==> src/lc3b_types.sv <==
package lc3b_types;

//////////////////////////////////////////////////////////////////////
// machine word.
//////////////////////////////////////////////////////////////////////

typedef logic [15:0] lc3b_word;

//////////////////////////////////////////////////////////////////////
// btb geometry.
//////////////////////////////////////////////////////////////////////

localparam int BTB_WAYS       = 4;
localparam int BTB_SETS       = 8;
localparam int BTB_INDEX_BITS = 3;
localparam int BTB_TAG_BITS   = 12;

// pc bit 0 is always zero, so the index starts at bit 1.
localparam int BTB_INDEX_LSB  = 1;
localparam int BTB_TAG_LSB    = BTB_INDEX_LSB + BTB_INDEX_BITS;

typedef logic [BTB_INDEX_BITS-1:0] btb_index_t;
typedef logic [BTB_TAG_BITS-1:0]   btb_tag_t;
typedef logic [1:0]                btb_way_t;

// one way of a set, 29 bits.
typedef struct packed {
    logic     valid;
    btb_tag_t tag;
    lc3b_word target;
} btb_entry_t;

// a full set row as stored in the entry memory.
typedef btb_entry_t [BTB_WAYS-1:0] btb_set_t;

// tree pseudo-lru state for one set.
// root low means the victim sits in ways 0 and 1.
typedef struct packed {
    logic root;
    logic left;
    logic right;
} plru_t;

endpackage : lc3b_types

==> src/btb_set_mem.sv <==
`timescale 1ns/100ps

module btb_set_mem
    import lc3b_types::*;
#(
    parameter type payload_t = btb_set_t
)
(
    input  logic       clk,
    input  logic       rst,

    // lookup side read.
    input  btb_index_t rd_index_a,
    output payload_t   rd_data_a,

    // update side read.
    input  btb_index_t rd_index_b,
    output payload_t   rd_data_b,

    // single write port.
    input  logic       we,
    input  btb_index_t windex,
    input  payload_t   wdata
);

//////////////////////////////////////////////////////////////////////
// row storage.
//////////////////////////////////////////////////////////////////////

payload_t rows [BTB_SETS];

always_ff @(posedge clk) begin
    if (rst) begin
        for (int i = 0; i < BTB_SETS; i++) begin
            rows[i] <= '0;
        end
    end else if (we) begin
        rows[windex] <= wdata;
    end
end

//////////////////////////////////////////////////////////////////////
// read ports, both combinational.
//////////////////////////////////////////////////////////////////////

// a write only shows up after the edge.
assign rd_data_a = rows[rd_index_a];
assign rd_data_b = rows[rd_index_b];

endmodule : btb_set_mem

==> src/lru_logic.sv <==
`timescale 1ns/100ps

module lru_logic
    import lc3b_types::*;
(
    input  plru_t    lru_in,
    input  btb_way_t touch_way,

    output btb_way_t victim,
    output plru_t    lru_out
);

//////////////////////////////////////////////////////////////////////
// victim choice.
//////////////////////////////////////////////////////////////////////

// root picks the half, the lower node picks the way in it.
always_comb begin
    if (!lru_in.root) begin
        victim = {1'b0, lru_in.left};
    end else begin
        victim = {1'b1, lru_in.right};
    end
end

//////////////////////////////////////////////////////////////////////
// touch update.
//////////////////////////////////////////////////////////////////////

// point every node on the path away from the touched way.
// the node of the other half keeps its value.
always_comb begin
    lru_out = lru_in;
    if (!touch_way[1]) begin
        lru_out.root = 1'b1;
        lru_out.left = ~touch_way[0];
    end else begin
        lru_out.root  = 1'b0;
        lru_out.right = ~touch_way[0];
    end
end

endmodule : lru_logic

==> src/branch_logic.sv <==
`timescale 1ns/100ps

module branch_logic
    import lc3b_types::*;
(
    // fetch side.
    input  logic       fetch_valid,
    input  lc3b_word   fetch_pc,
    output btb_index_t lookup_index,
    input  btb_set_t   lookup_set,
    input  plru_t      lookup_lru,
    output logic       predict_hit,
    output lc3b_word   predict_target,

    // execute side.
    input  logic       update_valid,
    input  lc3b_word   update_pc,
    input  lc3b_word   update_target,
    output btb_index_t update_index,
    input  btb_set_t   update_set,
    input  plru_t      update_lru,

    // store writes.
    output logic       set_we,
    output btb_index_t set_windex,
    output btb_set_t   set_wdata,
    output logic       lru_we,
    output btb_index_t lru_windex,
    output plru_t      lru_wdata
);

btb_tag_t lookup_tag;
btb_tag_t update_tag;

logic     lookup_match;
btb_way_t hit_way;
lc3b_word hit_target;
plru_t    lookup_touch;

logic     update_match;
btb_way_t match_way;
logic     update_free;
btb_way_t free_way;
btb_way_t update_victim;
btb_way_t write_way;
plru_t    update_touch;

assign lookup_index = fetch_pc[BTB_TAG_LSB-1:BTB_INDEX_LSB];
assign lookup_tag   = fetch_pc[15:BTB_TAG_LSB];
assign update_index = update_pc[BTB_TAG_LSB-1:BTB_INDEX_LSB];
assign update_tag   = update_pc[15:BTB_TAG_LSB];

//////////////////////////////////////////////////////////////////////
// lookup.
//////////////////////////////////////////////////////////////////////

// walk down so the lowest matching way is left standing.
always_comb begin
    lookup_match = 1'b0;
    hit_way      = '0;
    hit_target   = '0;
    for (int w = BTB_WAYS - 1; w >= 0; w--) begin
        if (lookup_set[w].valid && lookup_set[w].tag == lookup_tag) begin
            lookup_match = 1'b1;
            hit_way      = btb_way_t'(w);
            hit_target   = lookup_set[w].target;
        end
    end
end

assign predict_hit    = fetch_valid & lookup_match;
assign predict_target = predict_hit ? hit_target : '0;

lru_logic lookup_lru_i
(
    .lru_in(lookup_lru),
    .touch_way(hit_way),
    .victim(),
    .lru_out(lookup_touch)
);

//////////////////////////////////////////////////////////////////////
// update way choice.
//////////////////////////////////////////////////////////////////////

always_comb begin
    update_match = 1'b0;
    match_way    = '0;
    update_free  = 1'b0;
    free_way     = '0;
    for (int w = BTB_WAYS - 1; w >= 0; w--) begin
        if (update_set[w].valid && update_set[w].tag == update_tag) begin
            update_match = 1'b1;
            match_way    = btb_way_t'(w);
        end
        if (!update_set[w].valid) begin
            update_free = 1'b1;
            free_way    = btb_way_t'(w);
        end
    end
end

// an existing entry keeps its way, then fill a hole, then evict.
always_comb begin
    if (update_match) begin
        write_way = match_way;
    end else if (update_free) begin
        write_way = free_way;
    end else begin
        write_way = update_victim;
    end
end

lru_logic update_lru_i
(
    .lru_in(update_lru),
    .touch_way(write_way),
    .victim(update_victim),
    .lru_out(update_touch)
);

//////////////////////////////////////////////////////////////////////
// store writes.
//////////////////////////////////////////////////////////////////////

always_comb begin
    set_wdata = update_set;
    set_wdata[write_way] = '{valid: 1'b1, tag: update_tag, target: update_target};
end

assign set_we     = update_valid;
assign set_windex = update_index;

// one lru port, the update touch takes it over a lookup hit.
assign lru_we     = update_valid | predict_hit;
assign lru_windex = update_valid ? update_index : lookup_index;
assign lru_wdata  = update_valid ? update_touch : lookup_touch;

endmodule : branch_logic

==> src/btb_top.sv <==
`timescale 1ns/100ps

module btb_top
    import lc3b_types::*;
(
    input  logic     clk,
    input  logic     rst,

    input  logic     fetch_valid,
    input  lc3b_word fetch_pc,
    output logic     predict_hit,
    output lc3b_word predict_target,

    input  logic     update_valid,
    input  lc3b_word update_pc,
    input  lc3b_word update_target
);

btb_index_t lookup_index;
btb_index_t update_index;
btb_set_t   lookup_set;
btb_set_t   update_set;
plru_t      lookup_lru;
plru_t      update_lru;

logic       set_we;
btb_index_t set_windex;
btb_set_t   set_wdata;
logic       lru_we;
btb_index_t lru_windex;
plru_t      lru_wdata;

//////////////////////////////////////////////////////////////////////
// storage.
//////////////////////////////////////////////////////////////////////

btb_set_mem #(.payload_t(btb_set_t)) entry_mem_i
(
    .clk(clk),
    .rst(rst),
    .rd_index_a(lookup_index),
    .rd_data_a(lookup_set),
    .rd_index_b(update_index),
    .rd_data_b(update_set),
    .we(set_we),
    .windex(set_windex),
    .wdata(set_wdata)
);

btb_set_mem #(.payload_t(plru_t)) lru_mem_i
(
    .clk(clk),
    .rst(rst),
    .rd_index_a(lookup_index),
    .rd_data_a(lookup_lru),
    .rd_index_b(update_index),
    .rd_data_b(update_lru),
    .we(lru_we),
    .windex(lru_windex),
    .wdata(lru_wdata)
);

//////////////////////////////////////////////////////////////////////
// lookup and update control.
//////////////////////////////////////////////////////////////////////

branch_logic logic_i
(
    .fetch_valid(fetch_valid),
    .fetch_pc(fetch_pc),
    .lookup_index(lookup_index),
    .lookup_set(lookup_set),
    .lookup_lru(lookup_lru),
    .predict_hit(predict_hit),
    .predict_target(predict_target),
    .update_valid(update_valid),
    .update_pc(update_pc),
    .update_target(update_target),
    .update_index(update_index),
    .update_set(update_set),
    .update_lru(update_lru),
    .set_we(set_we),
    .set_windex(set_windex),
    .set_wdata(set_wdata),
    .lru_we(lru_we),
    .lru_windex(lru_windex),
    .lru_wdata(lru_wdata)
);

endmodule : btb_top

==> config.mk <==
export PLATFORM = sky130hd
export DESIGN_NAME = btb_top
export DESIGN_NICKNAME = d
export VERILOG_FILES = /design/src/lc3b_types.sv /design/src/btb_set_mem.sv /design/src/lru_logic.sv /design/src/branch_logic.sv /design/src/btb_top.sv
export SDC_FILE = /design/constraint.sdc
export NUM_CORES = 2
export LEC_CHECK = 0
export ABC_CLOCK_PERIOD_IN_PS = 7820
export BUFFER_PORTS_ARGS = -buffer_cell sky130_fd_sc_hd__buf_2
export CORE_MARGIN = 3
export CORE_UTILIZATION = 35
export DETAILED_ROUTE_END_ITERATION = 8
export PLACE_DENSITY = 0.54
export RECOVER_POWER = 100
export SETUP_SLACK_MARGIN = 0.2
export SYNTH_ARGS = -nofsm -noshare
export SYNTH_HDL_FRONTEND = slang
export SYNTH_SLANG_ARGS = --single-unit
==> constraint.sdc <==
create_clock -name clk -period 7.82 [get_ports clk]
set_input_delay 1.564 -clock clk [delete_from_list [all_inputs] [get_ports clk]]
set_output_delay 1.564 -clock clk [all_outputs]
set_load 0.05 [all_outputs]
Yosys cells after proc, flatten, opt, wreduce, memory -nomap -nowiden
Memories as Yosys holds them, arrays and structs flattened.
Cells that the tools add are included.
{"block": "word_totals", "wordCells": 84, "input_bits": 52, "out_inout_bits": 17, "mem_count": 2, "regBits": 0, "ramBits": 952}
{"memory": "entry_mem_i.rows", "depth": 8, "width": 116, "read_ports": 2, "rd_clocked_by_memory_dff": 0, "write_ports": 8, "line_no": "btb_set_mem.sv:30", "source": "payload_t rows [BTB_SETS];"}
{"memory": "lru_mem_i.rows", "depth": 8, "width": 3, "read_ports": 2, "rd_clocked_by_memory_dff": 0, "write_ports": 8, "line_no": "btb_set_mem.sv:30"}
{"block": "op_classes", "muxes": 57, "eq_ne": 8, "bitwise_logic": 4, "reduce_logical": 11, "n_lt_le_gt_ge": 2}
{"cell": "bitwise mux 116 bit", "count": 1}
{"cell": "2-to-1 mux 116 bit", "count": 1}
{"cell": "OR reduction 116 bit", "count": 1}
{"cell": "== test 12 bit", "count": 8}
{"cell": "2-to-1 mux 16 bit", "count": 5}
{"cell": "demux 29 bit (select 2 bit)", "count": 1}
{"cell": "2-to-1 mux 2 bit", "count": 15}
{"cell": "2-to-1 mux 29 bit", "count": 1}
{"cell": "2-to-1 mux 1 bit", "count": 28}
{"cell": "2-to-1 mux 3 bit", "count": 5}
{"cell": "logical AND 1 bit", "count": 9}
{"cell": "less-than comparator 2 x 3 -> 1 bit (second input constant)", "count": 1}
{"cell": "OR reduction 3 bit", "count": 1}
{"cell": "greater-or-equal comparator 2 x 1 -> 1 bit (second input constant)", "count": 1}
{"cell": "NOT 1 bit", "count": 2}
{"cell": "bitwise AND 1 bit", "count": 1}
{"cell": "OR 1 bit", "count": 1}

Longest topological paths before layout
An unclocked memory read counts as a cell.
{"block": "logic_depth", "word_depth": 14, "depth_mapped": 18, "depth_no_buf": 10}

Modules after synthesis
A second synthesis with hierarchy kept.
{"block": "hier_totals", "cells_unflattened": 3518, "area_unflattened_um2": 53358.7}
{"mod": "btb_set_mem at entry_mem_i", "instances": 1, "area_each_um2": 48285.1, "cells_each": 3019, "seq_area_each_um2": 27866.7}
{"mod": "branch_logic", "instances": 1, "area_each_um2": 3599.7, "cells_each": 392, "seq_area_each_um2": 0.0}
{"mod": "btb_set_mem at lru_mem_i", "instances": 1, "area_each_um2": 1388.8, "cells_each": 91, "seq_area_each_um2": 720.7}
{"mod": "lru_logic", "instances": 2, "area_each_um2": 42.5, "cells_each": 8, "seq_area_each_um2": 0.0}

Worst setup path before layout
OpenSTA, ideal clock, no wires.
{"block": "synth_timing", "path_type": "input port to output port", "from": "input port fetch_pc[2]", "to": "output port predict_target[10]", "required_time_ns": 6.256, "t_arrival_ns": 6.517, "path_buffers": 5, "stages": 13, "path_slack_ns": -0.261, "path_cell_list": "buf_2 > buf_1 > mux4_2 > mux2i_1 > xor2_1 > nand3_1 > nor4_1 > buf_2 > nand2b_1 > buf_2 > buf_4 > a211oi_1 > a2111oi_0"}
{"block": "synth_via", "elab_chain_cells": 9, "elab_cells_between_ends": 19, "classes_between": "eq/ne: 4; mux: 9; bitwise: 1; reduce/logical: 4; memory: 1"}
{"element": "start, declared", "line_no": "btb_top.sv:10", "source": "input lc3b_word fetch_pc,"}
{"element": "memory read (8 x 116 bit) *"}
{"element": "== test 12 bit", "line_no": "branch_logic.sv:63", "source": "if (lookup_set[w].valid && lookup_set[w].tag == lookup_tag) begin"}
{"element": "logical AND 1 bit", "line_no": "branch_logic.sv:63"}
{"element": "2-to-1 mux 1 bit (4 in series)", "line_no": "branch_logic.sv:63"}
{"element": "bitwise AND 1 bit", "line_no": "branch_logic.sv:71", "source": "assign predict_hit = fetch_valid & lookup_match;"}
{"element": "2-to-1 mux 16 bit *", "line_no": "branch_logic.sv:72", "source": "assign predict_target = predict_hit ? hit_target : '0;"}
{"element": "end, declared", "line_no": "btb_top.sv:12", "source": "output lc3b_word predict_target,"}
Every way passes the cells marked *; elsewhere a longest branch is shown, timed or not.

==> summary.md <==
| Metric | Value |
|---|---|
| Gate Count Post-Synth | `3602` |
| I/O Buffers | `66` |
| Synth Area in XOR/XNOR | `1.296%` |
| Non-Filler Instances | `5601` |
| Reg2reg start | `entry_mem_i.rows[5][110]` |
| Clock tree buffer depth | `3` |
| CP startpoint kind | `primary input` |
| Die area | `149400 µm²` |
| Register area share after synthesis | `56.40%` |
| Failing checks | `max-capacitance violations, max-slew violations` |
| Final Hold Fails | `0` |
| Post-CTS Hold Fix Bufs | `0` |
| Static Leakage | `19.84 nW` |
| Final Power | `12.69 mW` |
| Comb pwr share | `13.6%` |
| Minimum clock period | `7.552 ns` |
| Period utilization | `96.57%` |
| FF-to-FF End | `entry_mem_i.rows[7][109]` |
| DRC Markers | `0` |
| Post-DP HPWL | `91290 µm` |
| Util after Layout | `39.33%` |
| DR vias | `32.47k` |
| Vias in the first global route | `33.48k` |
| Gr ovfl total | `0` |
| Sw Share | `26.19%` |
| Main combinational cell family by area after synthesis | `multiplexers` |
| GR Util All Layers | `21.64%` |
| First-pass GRT wire length | `237800 µm` |
| Post_cts resized | `3` |
| Unrepaired setup endpoints after global routing | `false` |
| Detailed Routing Iterations Pass 1 | `5` |
| R2R cell count | `10` |
| Mux contribution to synthesized area | `26.53%` |
| TritonCTS clock tree | `yes` |
| Register-to-Register Setup Slack | `3.05 ns` |
| Synthesized Nets | `3654` |
| Initial core utilization | `35.28%` |
| Top-count cell post-synth | `nor2_1` |
| Core Box Area | `143700 µm²` |
| Mapped Avg Cell Area | `14.07 µm²` |
| Number of I/O pins | `69` |
| Pwr/cell area | `224.6 nW/µm²` |
| Clk root buf | `clkbuf_16` |
| Final critical-path setup slack | `0.2684 ns` |
| Hold Crit Class | `flip-flop to flip-flop` |
| Top_reg_cell synth | `edfxtp_1` |
| Placed Cells | `5408` |
| Worst slew margin | `-95.30%` |
| Max-Cap Viols | `12` |
| Yosys reg bits | `952` |
| Avg WL per Cell | `29.32 µm` |
| Initial antenna violation count | `9` |
| Synth-to-Final Area Change | `11.47%` |
| Leading area contributor after synthesis | `edfxtp_1` |
| CTS Buf Count | `102` |
| Clk pwr share | `39.4%` |
| Synth Area in Compound Gates | `3.611%` |
| Final setup viols | `0` |
| Placer congestion estimate | `0.8377` |
| Tightest Pin Transition | `2.922 ns` |
| Critical Path AT | `7.89 ns` |
| Die Y | `386.6 µm` |
| Fin nets | `3661` |
| Min-Delay Endpoint | `entry_mem_i.rows[5][106]` |
| Synth Warn # | `0` |
| Post-Synth Simple-Gate Area | `9.356%` |
| Outcome | `finished with violations` |
| Cell area after synthesis | `50690 µm²` |
| Synth area leaders | `edfxtp_1, mux4_2, nor2_1` |
| Internal power | `9.365 mW` |
| EDFF count, synth | `952` |
| Pin count of the biggest net entering global routing | `119` |
| Distinct cells, synth | `72` |
| Crit-path max FO | `78` |
| Data required, critical path | `8.16 ns` |
| Synth Area in Adders | `0%` |
| Dpl cell area | `53600 µm²` |
| Psw | `3.324 mW` |
| Top cells by count, synth | `nor2_1, edfxtp_1, mux4_2` |
| Slew Limit Fails | `544` |
| Initial DRC Count | `3245` |
| Row count | `139` |
| Setup Fix Bufs, Post-CTS | `0` |
| Fin Clk Skew | `0.04372 ns` |
| Synth top area share | `56.40%` |
| Fmax | `0.1324 GHz` |
| Hold Path Stages | `5` |
| Worst-Skew Late Latency | `0.73 ns` |
| Dpl ws | `0.08825 ns` |
| Hold_sp | `entry_mem_i.rows[1][106]` |
| Drt via density | `5.798` |
| FFs w/ async S/R, synth | `0%` |
| Fraction of power consumed by sequential logic | `47.0%` |
| Critical path capture point type | `flip-flop` |
| Share of layout cells above drive strength 1 | `23.41%` |
| Worst vdd ir | `177.2 µV` |
| Clk sink count | `952` |
| Kind of critical path | `primary input to flip-flop` |
| Design area | `56500 µm²` |
| Drt total wl | `164200 µm` |
| Die X-Extent | `386.6 µm` |
| H-tree lvl count | `3` |
| Clock slew at reported path FFs | `0.06 ns` |
| Detail Route Antenna Nets | `0` |
-- through the flow --
stage	hold WS (ns)	setup TNS, ns
after floorplan	0.8827	-0.5751
after global placement	0.9896	0
after detailed placement	1.002	0
after CTS	1.010	0
after global routing	1.145	0
final	1.081	0
-- cells in the final DEF (no fill, tap or decap), types with 16 or more instances in the layout --
cell type	n
o21ai_0	42
inv_1	16
nand2_1	62
buf_4	98
mux4_2	364
o22ai_1	31
clkbuf_16	102
nor3_1	25
mux2i_1	317
a22oi_1	32
xnor2_1	56
mux2_1	28
mux2_2	134
clkbuf_1	24
edfxtp_1	952
a221oi_1	19
clkinv_1	23
clkinv_2	19
o21ai_1	17
buf_2	45
buf_12	24
nor2_1	967
nor2b_1	19
a21oi_1	34
xor2_1	19
-- critical path: stages --
cell,delay [ns]
clkbuf_2,1.84
and3_1,0.60
nand2_2,0.64
nand2_1,2.37
buf_4,0.69
-- routing by layer --
metal	share of wire (%)	wire [µm]	GRT usage, %
met5	0.012	20	0
met3	6.9	11330	2.753
met2	48	79330	35.91
met4	2.9	4709	6.728
met1	42	68830	29.70
-- how the worst max path moves through the flow --
stage / start / endpoint / slack, ns / cells after the start
finish: update_pc[3] / entry_mem_i.rows[7][25] / 0.27 / 5
global route: update_pc[3] / entry_mem_i.rows[7][21] / 0.11 / 5
CTS: fetch_pc[1] / predict_target[10] / 0.31 / 13
detailed placement: fetch_pc[2] / predict_target[12] / 0.09 / 12
global placement: fetch_pc[1] / predict_target[1] / 0.1 / 13
floorplan: fetch_pc[2] / predict_target[1] / -0.12 / 12
-- cell families (layout without fill, tap and decap cells) --
kind of cell           count (synthesis)  after routing
AO/OA/AOI/OAI                        250            250
multiplexers                         846            846
other                                  0              3
flip-flops                           952            952
buffers and inverters                306            399
XOR/XNOR                              75             75
AND/OR/NAND/NOR                     1173           1173
-- flip-flops by register name, summed over array words and instances (netlist names) --
| name | flops |
|---|---|
| entry_mem_i.rows | 928 |
| lru_mem_i.rows | 24 |
-- area by class of cell --
type	count	area [µm²]
multi-input cells	2344	20460
diodes	3	7.507
clock inverters	71	782.0
flip-flops and latches	952	28590
repair buffers	191	1599
well taps	1903	2381
fillers	13560	87150
inverters	18	67.56
clock buffers	119	2616
-- power by group through the flow --
stage          registers, mW  logic, mW  clock network [mW]
6_report                5.97       1.72                5.00
5_1_grt                 6.00       1.82                5.27
4_1_cts                 5.96       1.78                5.07
3_5_place_dp            6.07       1.77                   0
3_3_place_gp            6.06       1.77                   0
2_1_floorplan           6.05       1.20                   0
Note: power is estimated with default switching activity, not from simulation.
